File: src/hw/radio_pkg.sv
package radio_pkg;

   //////////////////////////////////////////////////////////////////////
   // bus and sample widths
   localparam int WB_ADR_W  = 4;    // wishbone word address
   localparam int WB_DAT_W  = 32;   // wishbone data
   localparam int DAC_W     = 14;   // dac word
   localparam int ADC_W     = 12;   // adc word

   //////////////////////////////////////////////////////////////////////
   // spi master
   localparam int SPI_BITS  = 16;   // bits per transfer
   localparam int SPI_DIV   = 4;    // clk_fpga cycles per half sclk
   localparam int SPI_NSEL  = 3;    // peripherals on the shared bus
   localparam int SEL_W     = 2;    // peripheral index width
   localparam int SPI_DIV_W = $clog2(SPI_DIV);
   localparam int SPI_CNT_W = $clog2(SPI_BITS);

   localparam logic [SPI_DIV_W-1:0] DIV_LAST = SPI_DIV_W'(SPI_DIV - 1);  // half period end
   localparam logic [SPI_CNT_W-1:0] BIT_LAST = SPI_CNT_W'(SPI_BITS - 1); // final bit

   localparam logic [SEL_W-1:0] SEL_CODEC = 2'd0;  // ad9862 style codec
   localparam logic [SEL_W-1:0] SEL_TX_DB = 2'd1;  // tx daughterboard
   localparam logic [SEL_W-1:0] SEL_RX_DB = 2'd2;  // rx daughterboard

   //////////////////////////////////////////////////////////////////////
   // register map, word addresses
   localparam logic [WB_ADR_W-1:0] REG_TX_I      = 4'd0;  // dac i word
   localparam logic [WB_ADR_W-1:0] REG_TX_Q      = 4'd1;  // dac q word
   localparam logic [WB_ADR_W-1:0] REG_SPI_SEL   = 4'd2;  // peripheral index
   localparam logic [WB_ADR_W-1:0] REG_SPI_DATA  = 4'd3;  // wr starts, rd reply
   localparam logic [WB_ADR_W-1:0] REG_STATUS    = 4'd4;  // busy and seen flags
   localparam logic [WB_ADR_W-1:0] REG_RX_SAMPLE = 4'd5;  // last adc pair

   // field positions
   localparam int STAT_BUSY = 0;    // spi transfer running
   localparam int STAT_SEEN = 1;    // rx pair since last sample read
   localparam int RX_I_LSB  = 0;    // i in the low half
   localparam int RX_Q_LSB  = 16;   // q in the high half

endpackage

File: src/hw/radio_core.sv
`timescale 1ns/10ps

module radio_core import radio_pkg::*;
  (
   input  logic                clk_fpga,
   input  logic                rst_n_i,          // board reset, async
   output logic                rst_sync_n_o,     // released 2 edges late

   input  logic                wb_cyc_i,
   input  logic                wb_stb_i,
   input  logic                wb_we_i,
   input  logic [WB_ADR_W-1:0] wb_adr_i,
   input  logic [WB_DAT_W-1:0] wb_dat_i,
   output logic                wb_ack_o,
   output logic [WB_DAT_W-1:0] wb_dat_o,

   output logic                spi_start_o,      // one cycle pulse
   output logic [SEL_W-1:0]    spi_sel_o,
   output logic [SPI_BITS-1:0] spi_tx_data_o,
   input  logic                spi_busy_i,
   input  logic [SPI_BITS-1:0] spi_rx_data_i,

   output logic [DAC_W-1:0]    tx_i_o,
   output logic [DAC_W-1:0]    tx_q_o,

   input  logic [ADC_W-1:0]    rx_i_i,
   input  logic [ADC_W-1:0]    rx_q_i,
   input  logic                rx_valid_i
  );

   logic                rst_meta;     // first sync stage
   logic                rst_sync_n;   // second stage, local reset
   logic                ack_q;
   logic [WB_DAT_W-1:0] dat_q;
   logic                access;       // new cycle seen this clock
   logic                wr_en;
   logic                rd_en;
   logic [WB_DAT_W-1:0] rd_data;
   logic [DAC_W-1:0]    tx_i_q;
   logic [DAC_W-1:0]    tx_q_q;
   logic [SEL_W-1:0]    sel_q;
   logic                start_q;
   logic [SPI_BITS-1:0] tx_word_q;
   logic                seen_q;       // sticky, cleared by sample read
   logic [ADC_W-1:0]    rx_i_q;
   logic [ADC_W-1:0]    rx_q_q;

   //////////////////////////////////////////////////////////////////////
   // reset synchronizer
   always_ff @(posedge clk_fpga or negedge rst_n_i)
   begin
      if (!rst_n_i)
      begin
         rst_meta   <= 1'b0;               // assert at once
         rst_sync_n <= 1'b0;
      end
      else
      begin
         rst_meta   <= 1'b1;
         rst_sync_n <= rst_meta;           // release on 2nd edge
      end
   end

   //////////////////////////////////////////////////////////////////////
   // wishbone classic slave
   assign access = wb_cyc_i & wb_stb_i & ~ack_q;   // no back to back ack
   assign wr_en  = access & wb_we_i;
   assign rd_en  = access & ~wb_we_i;

   always_comb
   begin
      rd_data = '0;                        // unmapped reads zero
      case (wb_adr_i)
         REG_TX_I      : rd_data[DAC_W-1:0] = tx_i_q;
         REG_TX_Q      : rd_data[DAC_W-1:0] = tx_q_q;
         REG_SPI_SEL   : rd_data[SEL_W-1:0] = sel_q;
         REG_SPI_DATA  : rd_data[SPI_BITS-1:0] = spi_rx_data_i;
         REG_STATUS    :
         begin
            rd_data[STAT_BUSY] = spi_busy_i;
            rd_data[STAT_SEEN] = seen_q;
         end
         REG_RX_SAMPLE :
         begin
            rd_data[RX_I_LSB +: ADC_W] = rx_i_q;
            rd_data[RX_Q_LSB +: ADC_W] = rx_q_q;
         end
         default       : rd_data = '0;
      endcase
   end

   always_ff @(posedge clk_fpga or negedge rst_sync_n)
   begin
      if (!rst_sync_n)
      begin
         ack_q   <= 1'b0;
         dat_q   <= '0;
         tx_i_q  <= '0;
         tx_q_q  <= '0;
         sel_q   <= '0;
         start_q <= 1'b0;
         seen_q  <= 1'b0;
      end
      else
      begin
         ack_q   <= access;                // ack one clock after stb
         start_q <= wr_en && (wb_adr_i == REG_SPI_DATA) && !spi_busy_i;  // drop if busy
         if (access)
            dat_q <= rd_data;              // held while ack is high
         if (wr_en)
         begin
            case (wb_adr_i)
               REG_TX_I    : tx_i_q <= wb_dat_i[DAC_W-1:0];
               REG_TX_Q    : tx_q_q <= wb_dat_i[DAC_W-1:0];
               REG_SPI_SEL : sel_q  <= wb_dat_i[SEL_W-1:0];
               default     : ;             // others are read only
            endcase
         end
         if (rx_valid_i)
            seen_q <= 1'b1;                // new pair wins over clear
         else if (rd_en && (wb_adr_i == REG_RX_SAMPLE))
            seen_q <= 1'b0;
      end
   end

   //////////////////////////////////////////////////////////////////////
   // spi word and rx capture
   always_ff @(posedge clk_fpga)
   begin
      if (wr_en && (wb_adr_i == REG_SPI_DATA) && !spi_busy_i)
         tx_word_q <= wb_dat_i[SPI_BITS-1:0];   // travels with start
      if (rx_valid_i)
      begin
         rx_i_q <= rx_i_i;
         rx_q_q <= rx_q_i;
      end
   end

   assign rst_sync_n_o  = rst_sync_n;
   assign wb_ack_o      = ack_q;
   assign wb_dat_o      = dat_q;
   assign spi_start_o   = start_q;
   assign spi_sel_o     = sel_q;
   assign spi_tx_data_o = tx_word_q;
   assign tx_i_o        = tx_i_q;
   assign tx_q_o        = tx_q_q;

endmodule

File: src/hw/spi_master.sv
`timescale 1ns/10ps

module spi_master import radio_pkg::*;
  (
   input  logic                clk_fpga,
   input  logic                rst_n_i,

   input  logic                start_i,        // one cycle, ignored when busy
   input  logic [SEL_W-1:0]    sel_i,          // peripheral index
   input  logic [SPI_BITS-1:0] tx_data_i,
   output logic                busy_o,
   output logic [SPI_BITS-1:0] rx_data_o,      // valid once busy drops

   output logic [SPI_NSEL-1:0] sclk_o,
   output logic [SPI_NSEL-1:0] mosi_o,
   output logic [SPI_NSEL-1:0] sen_o,          // active low enables
   input  logic [SPI_NSEL-1:0] miso_i
  );

   logic [SPI_NSEL-1:0]  sen_dec;    // decoded enables for next transfer
   logic [SPI_NSEL-1:0]  sen_q;
   logic                 busy_q;
   logic                 sclk_q;     // mode 0, idle low
   logic [SPI_DIV_W-1:0] div_cnt;
   logic [SPI_CNT_W-1:0] bit_cnt;
   logic [SPI_BITS-1:0]  shift_tx;
   logic [SPI_BITS-1:0]  shift_rx;
   logic [SPI_BITS-1:0]  rx_word;
   logic                 half_end;   // last cycle of a half period
   logic                 last_bit;
   logic                 rise;       // sclk goes high this edge
   logic                 fall;       // sclk goes low this edge
   logic                 miso;       // from the enabled peripheral only

   //////////////////////////////////////////////////////////////////////
   // enable decode, out of range index selects nobody
   always_comb
   begin
      for (int k = 0; k < SPI_NSEL; k++)
      begin
         sen_dec[k] = (sel_i != SEL_W'(k));
      end
   end

   assign half_end = busy_q & (div_cnt == DIV_LAST);
   assign last_bit = (bit_cnt == BIT_LAST);
   assign rise     = half_end & ~sclk_q;
   assign fall     = half_end & sclk_q;

   //////////////////////////////////////////////////////////////////////
   // divider, bit counter and enables
   always_ff @(posedge clk_fpga or negedge rst_n_i)
   begin
      if (!rst_n_i)
      begin
         busy_q  <= 1'b0;
         sen_q   <= '1;                      // all deselected
         sclk_q  <= 1'b0;
         div_cnt <= '0;
         bit_cnt <= '0;
      end
      else if (!busy_q)
      begin
         if (start_i)
         begin
            busy_q  <= 1'b1;                 // busy and enable together
            sen_q   <= sen_dec;
            div_cnt <= '0;
            bit_cnt <= '0;
         end
      end
      else
      begin
         div_cnt <= div_cnt + 1'b1;
         if (half_end)
         begin
            div_cnt <= '0;
            sclk_q  <= ~sclk_q;
            if (sclk_q)                      // falling edge
            begin
               if (last_bit)
               begin
                  busy_q <= 1'b0;            // done with sclk low
                  sen_q  <= '1;
               end
               else
                  bit_cnt <= bit_cnt + 1'b1;
            end
         end
      end
   end

   //////////////////////////////////////////////////////////////////////
   // shift registers
   always_ff @(posedge clk_fpga)
   begin
      if (!busy_q && start_i)
         shift_tx <= tx_data_i;              // msb out before first rise
      else if (fall)
         shift_tx <= {shift_tx[SPI_BITS-2:0], 1'b0};   // next bit on fall
      if (rise)
         shift_rx <= {shift_rx[SPI_BITS-2:0], miso};   // sample on rise
      if (fall && last_bit)
         rx_word <= shift_rx;                // full word by last rise
   end

   // shared bus gating, idle peripherals held at 0
   assign miso      = |(~sen_q & miso_i);
   assign sclk_o    = ~sen_q & {SPI_NSEL{sclk_q}};
   assign mosi_o    = ~sen_q & {SPI_NSEL{shift_tx[SPI_BITS-1]}};
   assign sen_o     = sen_q;
   assign busy_o    = busy_q;
   assign rx_data_o = rx_word;

endmodule

File: src/hw/codec_tx_interleave.sv
`timescale 1ns/10ps

module codec_tx_interleave import radio_pkg::*;
  (
   input  logic             clk_fpga,
   input  logic             rst_n_i,
   input  logic [DAC_W-1:0] tx_i_i,      // held register values
   input  logic [DAC_W-1:0] tx_q_i,
   output logic [DAC_W-1:0] dac_o,       // i then q, one word per clock
   output logic             dac_sync_o   // high on the i word
  );

   logic [DAC_W-1:0] i_q;                // registered copies
   logic [DAC_W-1:0] q_q;
   logic             phase_q;            // 0 = i slot next
   logic [DAC_W-1:0] dac_q;
   logic             sync_q;

   always_ff @(posedge clk_fpga)
   begin
      i_q <= tx_i_i;
      q_q <= tx_q_i;
   end

   //////////////////////////////////////////////////////////////////////
   // phase flop and output mux
   always_ff @(posedge clk_fpga or negedge rst_n_i)
   begin
      if (!rst_n_i)
      begin
         phase_q <= 1'b0;
         dac_q   <= '0;
         sync_q  <= 1'b0;
      end
      else
      begin
         phase_q <= ~phase_q;            // alternate every clock
         dac_q   <= phase_q ? q_q : i_q;
         sync_q  <= ~phase_q;            // marks the i phase
      end
   end

   assign dac_o      = dac_q;
   assign dac_sync_o = sync_q;

endmodule

File: src/hw/codec_rx_deinterleave.sv
`timescale 1ns/10ps

module codec_rx_deinterleave import radio_pkg::*;
  (
   input  logic             clk_fpga,
   input  logic             rst_n_i,
   input  logic [ADC_W-1:0] adc_i,       // interleaved i/q words
   input  logic             adc_sync_i,  // high on the i word
   output logic [ADC_W-1:0] rx_i_o,
   output logic [ADC_W-1:0] rx_q_o,
   output logic             rx_valid_o   // one cycle per pair
  );

   logic [ADC_W-1:0] i_hold;             // i waiting for its q
   logic             have_i;
   logic [ADC_W-1:0] rx_i_q;
   logic [ADC_W-1:0] rx_q_q;
   logic             valid_q;
   logic             pair_done;          // q word arriving after an i

   assign pair_done = have_i & ~adc_sync_i;

   //////////////////////////////////////////////////////////////////////
   // pairing state
   always_ff @(posedge clk_fpga or negedge rst_n_i)
   begin
      if (!rst_n_i)
      begin
         have_i  <= 1'b0;
         valid_q <= 1'b0;
      end
      else
      begin
         valid_q <= pair_done;           // strobe after q is sampled
         if (adc_sync_i)
            have_i <= 1'b1;              // restart on every sync word
         else if (have_i)
            have_i <= 1'b0;              // pair complete
      end
   end

   // payload path
   always_ff @(posedge clk_fpga)
   begin
      if (adc_sync_i)
         i_hold <= adc_i;
      if (pair_done)
      begin
         rx_i_q <= i_hold;
         rx_q_q <= adc_i;
      end
   end

   assign rx_i_o     = rx_i_q;
   assign rx_q_o     = rx_q_q;
   assign rx_valid_o = valid_q;

endmodule

File: src/hw/radio_top.sv
`timescale 1ns/10ps

module radio_top import radio_pkg::*;
  (
   input  logic                clk_fpga,
   input  logic                rst_n_i,

   // host register bus
   input  logic                wb_cyc_i,
   input  logic                wb_stb_i,
   input  logic                wb_we_i,
   input  logic [WB_ADR_W-1:0] wb_adr_i,
   input  logic [WB_DAT_W-1:0] wb_dat_i,
   output logic                wb_ack_o,
   output logic [WB_DAT_W-1:0] wb_dat_o,

   // codec, tx db, rx db spi
   output logic [SPI_NSEL-1:0] spi_sclk_o,
   output logic [SPI_NSEL-1:0] spi_mosi_o,
   output logic [SPI_NSEL-1:0] spi_sen_o,
   input  logic [SPI_NSEL-1:0] spi_miso_i,

   // codec data buses
   output logic [DAC_W-1:0]    dac_o,
   output logic                dac_sync_o,
   input  logic [ADC_W-1:0]    adc_i,
   input  logic                adc_sync_i
  );

   logic                rst_sync_n;
   logic                spi_start;
   logic [SEL_W-1:0]    spi_sel;
   logic [SPI_BITS-1:0] spi_tx_data;
   logic                spi_busy;
   logic [SPI_BITS-1:0] spi_rx_data;
   logic [DAC_W-1:0]    tx_i;
   logic [DAC_W-1:0]    tx_q;
   logic [ADC_W-1:0]    rx_i;
   logic [ADC_W-1:0]    rx_q;
   logic                rx_valid;

   //////////////////////////////////////////////////////////////////////
   // registers and reset
   radio_core u_core
     (.clk_fpga(clk_fpga), .rst_n_i(rst_n_i), .rst_sync_n_o(rst_sync_n),
      .wb_cyc_i(wb_cyc_i), .wb_stb_i(wb_stb_i), .wb_we_i(wb_we_i),
      .wb_adr_i(wb_adr_i), .wb_dat_i(wb_dat_i),
      .wb_ack_o(wb_ack_o), .wb_dat_o(wb_dat_o),
      .spi_start_o(spi_start), .spi_sel_o(spi_sel), .spi_tx_data_o(spi_tx_data),
      .spi_busy_i(spi_busy), .spi_rx_data_i(spi_rx_data),
      .tx_i_o(tx_i), .tx_q_o(tx_q),
      .rx_i_i(rx_i), .rx_q_i(rx_q), .rx_valid_i(rx_valid));

   // shared spi bus
   spi_master u_spi
     (.clk_fpga(clk_fpga), .rst_n_i(rst_sync_n),
      .start_i(spi_start), .sel_i(spi_sel), .tx_data_i(spi_tx_data),
      .busy_o(spi_busy), .rx_data_o(spi_rx_data),
      .sclk_o(spi_sclk_o), .mosi_o(spi_mosi_o), .sen_o(spi_sen_o),
      .miso_i(spi_miso_i));

   //////////////////////////////////////////////////////////////////////
   // codec paths
   codec_tx_interleave u_tx
     (.clk_fpga(clk_fpga), .rst_n_i(rst_sync_n),
      .tx_i_i(tx_i), .tx_q_i(tx_q),
      .dac_o(dac_o), .dac_sync_o(dac_sync_o));

   codec_rx_deinterleave u_rx
     (.clk_fpga(clk_fpga), .rst_n_i(rst_sync_n),
      .adc_i(adc_i), .adc_sync_i(adc_sync_i),
      .rx_i_o(rx_i), .rx_q_o(rx_q), .rx_valid_o(rx_valid));

endmodule

File: config.mk
export PLATFORM = sky130hd
export DESIGN_NAME = radio_top
export DESIGN_NICKNAME = d
export VERILOG_FILES = /design/src/hw/radio_pkg.sv /design/src/hw/radio_core.sv /design/src/hw/spi_master.sv /design/src/hw/codec_tx_interleave.sv /design/src/hw/codec_rx_deinterleave.sv /design/src/hw/radio_top.sv
export SDC_FILE = /design/constraint.sdc
export NUM_CORES = 1
export LEC_CHECK = 0
export BUFFER_PORTS_ARGS = -buffer_cell sky130_fd_sc_hd__clkbuf_2
export CAP_MARGIN = 30
export CORE_MARGIN = 1
export CORE_UTILIZATION = 40
export DETAILED_ROUTE_END_ITERATION = 10
export GPL_TIMING_DRIVEN = 0
export SLEW_MARGIN = 20
export SYNTH_ARGS = -nofsm -noshare
export SYNTH_HDL_FRONTEND = slang
export SYNTH_HIERARCHICAL = 1
export SYNTH_SLANG_ARGS = --single-unit
File: constraint.sdc
create_clock -name clk_fpga -period 3.9 [get_ports clk_fpga]
set_input_delay 0.195 -clock clk_fpga [delete_from_list [all_inputs] [get_ports clk_fpga]]
set_output_delay 0.195 -clock clk_fpga [all_outputs]
set_load 0.05 [all_outputs]
==> impl_metrics.json <==
{
  "status": "completed",
  "core_region_area_um2": 21220,
  "final_max_slew_viol_count": 0,
  "r2r_cells": 6,
  "placed_area_um2": 9646,
  "tritoncts": "done",
  "drc": 0,
  "drive_above_1_share": 0.3193,
  "die_area_um2": 22470,
  "grt_usage": 0.1630,
  "nFillCells": 1799,
  "initial_core_util": 0.4124,
  "final_common_cell": "edfxtp_1",
  "maxSlewHeadroom": 0.3919,
  "yosysWarnings": 6,
  "worst_pin_slew_ns": 0.9111,
  "rsz0062_at_grt": "false",
  "drt-initial-drc-count": 223,
  "synth_ff_type": "edfxtp_1",
  "nets": 754,
  "syn-instance-count": 539,
  "synth_edf_count": 124,
  "critPathLaunchType": "flop",
  "clk_path_buf_depth": 3,
  "finalCritPeriodShare": 0.5631,
  "tns_ns": 0,
  "layout_common_cells": "124 x edfxtp_1, 92 x clkbuf_2, 87 x dfrtp_1, 82 x nand2_1, 30 x dlygate4sd3_1",
  "pwr_density_cell_nw_per_um2": 567.5,
  "post-route-min-period_ns": 2.196,
  "clock_latency_ns": 0.52,
  "ys_types": 57,
  "grt_max_degree": 57,
  "ys_seq_area_frac": 0.7502,
  "grt_pass1_wl_mm": 27.48,
  "die_h_um": 149.9,
  "drtAntennaViolNets": 0,
  "ir_worst_vdd_v": 0.0003322,
  "critPathArrivalTime_ns": 2.41,
  "worstSetupEndpointType": "flop",
  "detail_route.wirelength_mm": 17.59,
  "die_x_um": 149.9,
  "io_buffer_count": 92,
  "p_leak_uw": 0.004614,
  "gp_congestion": 0.8148,
  "path_class": "reg2reg",
  "antenna_found_initial": 0,
  "cts_root_buffer": "clkbuf_16",
  "multi_input_area_um2": 1978,
  "io_pins": 114,
  "dr.pass1.iters": 4,
  "grt_pass1_vias": 5047,
  "grt-ovfl-total": 0,
  "async_flop_share": 0.3745,
  "clk_pin_slew_ns": 0.06,
  "cp.required_ns": 4.12,
  "ff_latch_area_um2": 6569,
  "hold_viol": 0,
  "cts_buffers": 25,
  "stdcell_area_um2": 10810,
  "antenna_cells": 0,
  "rows": 53,
  "ys_ff_latch": 243,
  "cts_sinks": 243,
  "fin_skew_ns": 0.01671,
  "crit_path_max_fanout": 12,
  "hpwl_mm": 12.16,
  "vias": 4861,
  "final_util": 0.5093,
  "hold_path_depth": 3,
  "hold_class": "in2reg",
  "syn_to_final_growth_pct": 23.49,
  "wire_per_inst_um": 17.78,
  "via_per_inst": 4.915,
  "max-cap-violations": 0,
  "final-setup-viol-count": 0,
  "syn_area_per_cell_um2": 16.24,
  "max_freq_mhz": 455.4,
  "h-tree-depth": 1,
  "synth.cell_area_um2": 8751
}
## metal layers
layer / track usage / vias up / wire, um
li1: - / 2265 / -
met1: 0.2152 / 2409 / 7767
met2: 0.2706 / 153 / 8394
met3: 0.02866 / 34 / 903
met4: 0.05707 / 0 / 522
met5: 0 / - / 0
## power by group
part	internal (uW)	switching, uW	total (uW)
clock network	1420	967	2380
registers	2920	153	3070
logic	257	420	678
total	4590	1540	6130
## per-stage QoR
step,hold slack (ns),power (uW),setup slack (ns),instances
5_1_grt,0.06858,6370,1.630,989
3_3_place_gp,-0.01778,3727,-0.006773,909
6_report,0.03380,6133,1.704,989
3_5_place_dp,-0.01510,3782,1.486,912
2_1_floorplan,-0.1006,3553,1.183,542
4_1_cts,0.03835,6197,1.470,988
## critical path, cell delays in order (launching register included)
cell      delay [ns]
dfrtp_1         0.38
nand3b_1        0.23
inv_1           0.11
buf_2           0.23
and3_1          0.27
and3b_1         0.45
buf_8           0.22
## cell type report
class,count,area share
Clock inverter,13,0.01297
Multi-Input combinational cell,266,0.1831
Clock buffer,33,0.06530
Timing Repair Buffer,126,0.07827
Tap cell,275,0.03184
Inverter,7,0.002431
Sequential cell,243,0.6079
Buffer,26,0.01829
## registers in the layout, summed over array words and instances (netlist names), 16 cells and up
signal and cells:
u_core/wb_dat_o 28, u_spi/shift_tx 16, u_core/spi_tx_data_o 16, u_spi/rx_data_o 16
u_spi/shift_rx 16
## final timing paths
| kind | to | start | slack, ns |
|---|---|---|---|
| worst max-delay path | u_core/spi_tx_data_o[7] | u_core/wb_ack_o | 1.70 |
| max in group asynchronous | u_core/tx_i_o[9] | u_core/rst_sync_n_o | 2.91 |
| worst min register to register | u_core/wb_dat_o[1] | u_core/rst_sync_n_o | 0.30 |
| worst min-delay path | u_spi/shift_rx[0] | spi_miso_i[0] | 0.03 |
| min in group asynchronous | u_core/wb_dat_o[1] | u_core/rst_sync_n_o | 0.30 |
| worst max register to register | u_core/spi_tx_data_o[7] | u_core/wb_ack_o | 1.70 |
## synthesized netlist by cell type, drive strengths merged (2+ instances only)
cell / number / area share
a2bb2oi: 4 / 0.0047
dfrtp: 88 / 0.25
inv: 7 / 0.0030
conb: 2 / 0.00086
o32a: 2 / 0.0026
a22o: 7 / 0.0070
nor2: 10 / 0.0054
nor2b: 9 / 0.0073
dfxtp: 28 / 0.064
o21a: 7 / 0.0060
o221ai: 9 / 0.0090
nand3b: 4 / 0.0049
dfstp: 3 / 0.0090
and3: 5 / 0.0041
mux2: 47 / 0.069
nand3: 18 / 0.012
clkbuf: 3 / 0.0013
o211ai: 2 / 0.0017
ha: 2 / 0.0029
edfxtp: 124 / 0.43
nand2: 83 / 0.036
mux2i: 13 / 0.015
a22oi: 10 / 0.010
buf: 23 / 0.021
and2: 3 / 0.0021
nand2b: 3 / 0.0030
o21ai: 8 / 0.0046
## timing repair
item,in CTS,in global routing
buffers inserted,0,0
gates resized for setup,0,0
hold buffers,30,0
hold endpoints to repair,69,0
## cell families (layout without fill, tap and decap cells)
logic type,Yosys count,count (layout),share of synthesized area
adder cells (fa/ha/maj),2,2,0.002859
flip-flops,243,243,0.7502
AND/OR/NAND/NOR,140,140,0.07893
AO/OA/AOI/OAI,57,57,0.05448
multiplexers,61,61,0.08607
other,2,5,0.0008582
XOR/XNOR,1,1,0.001001
buffers and inverters,33,205,0.02559
(Power assumes the default switching activity.)
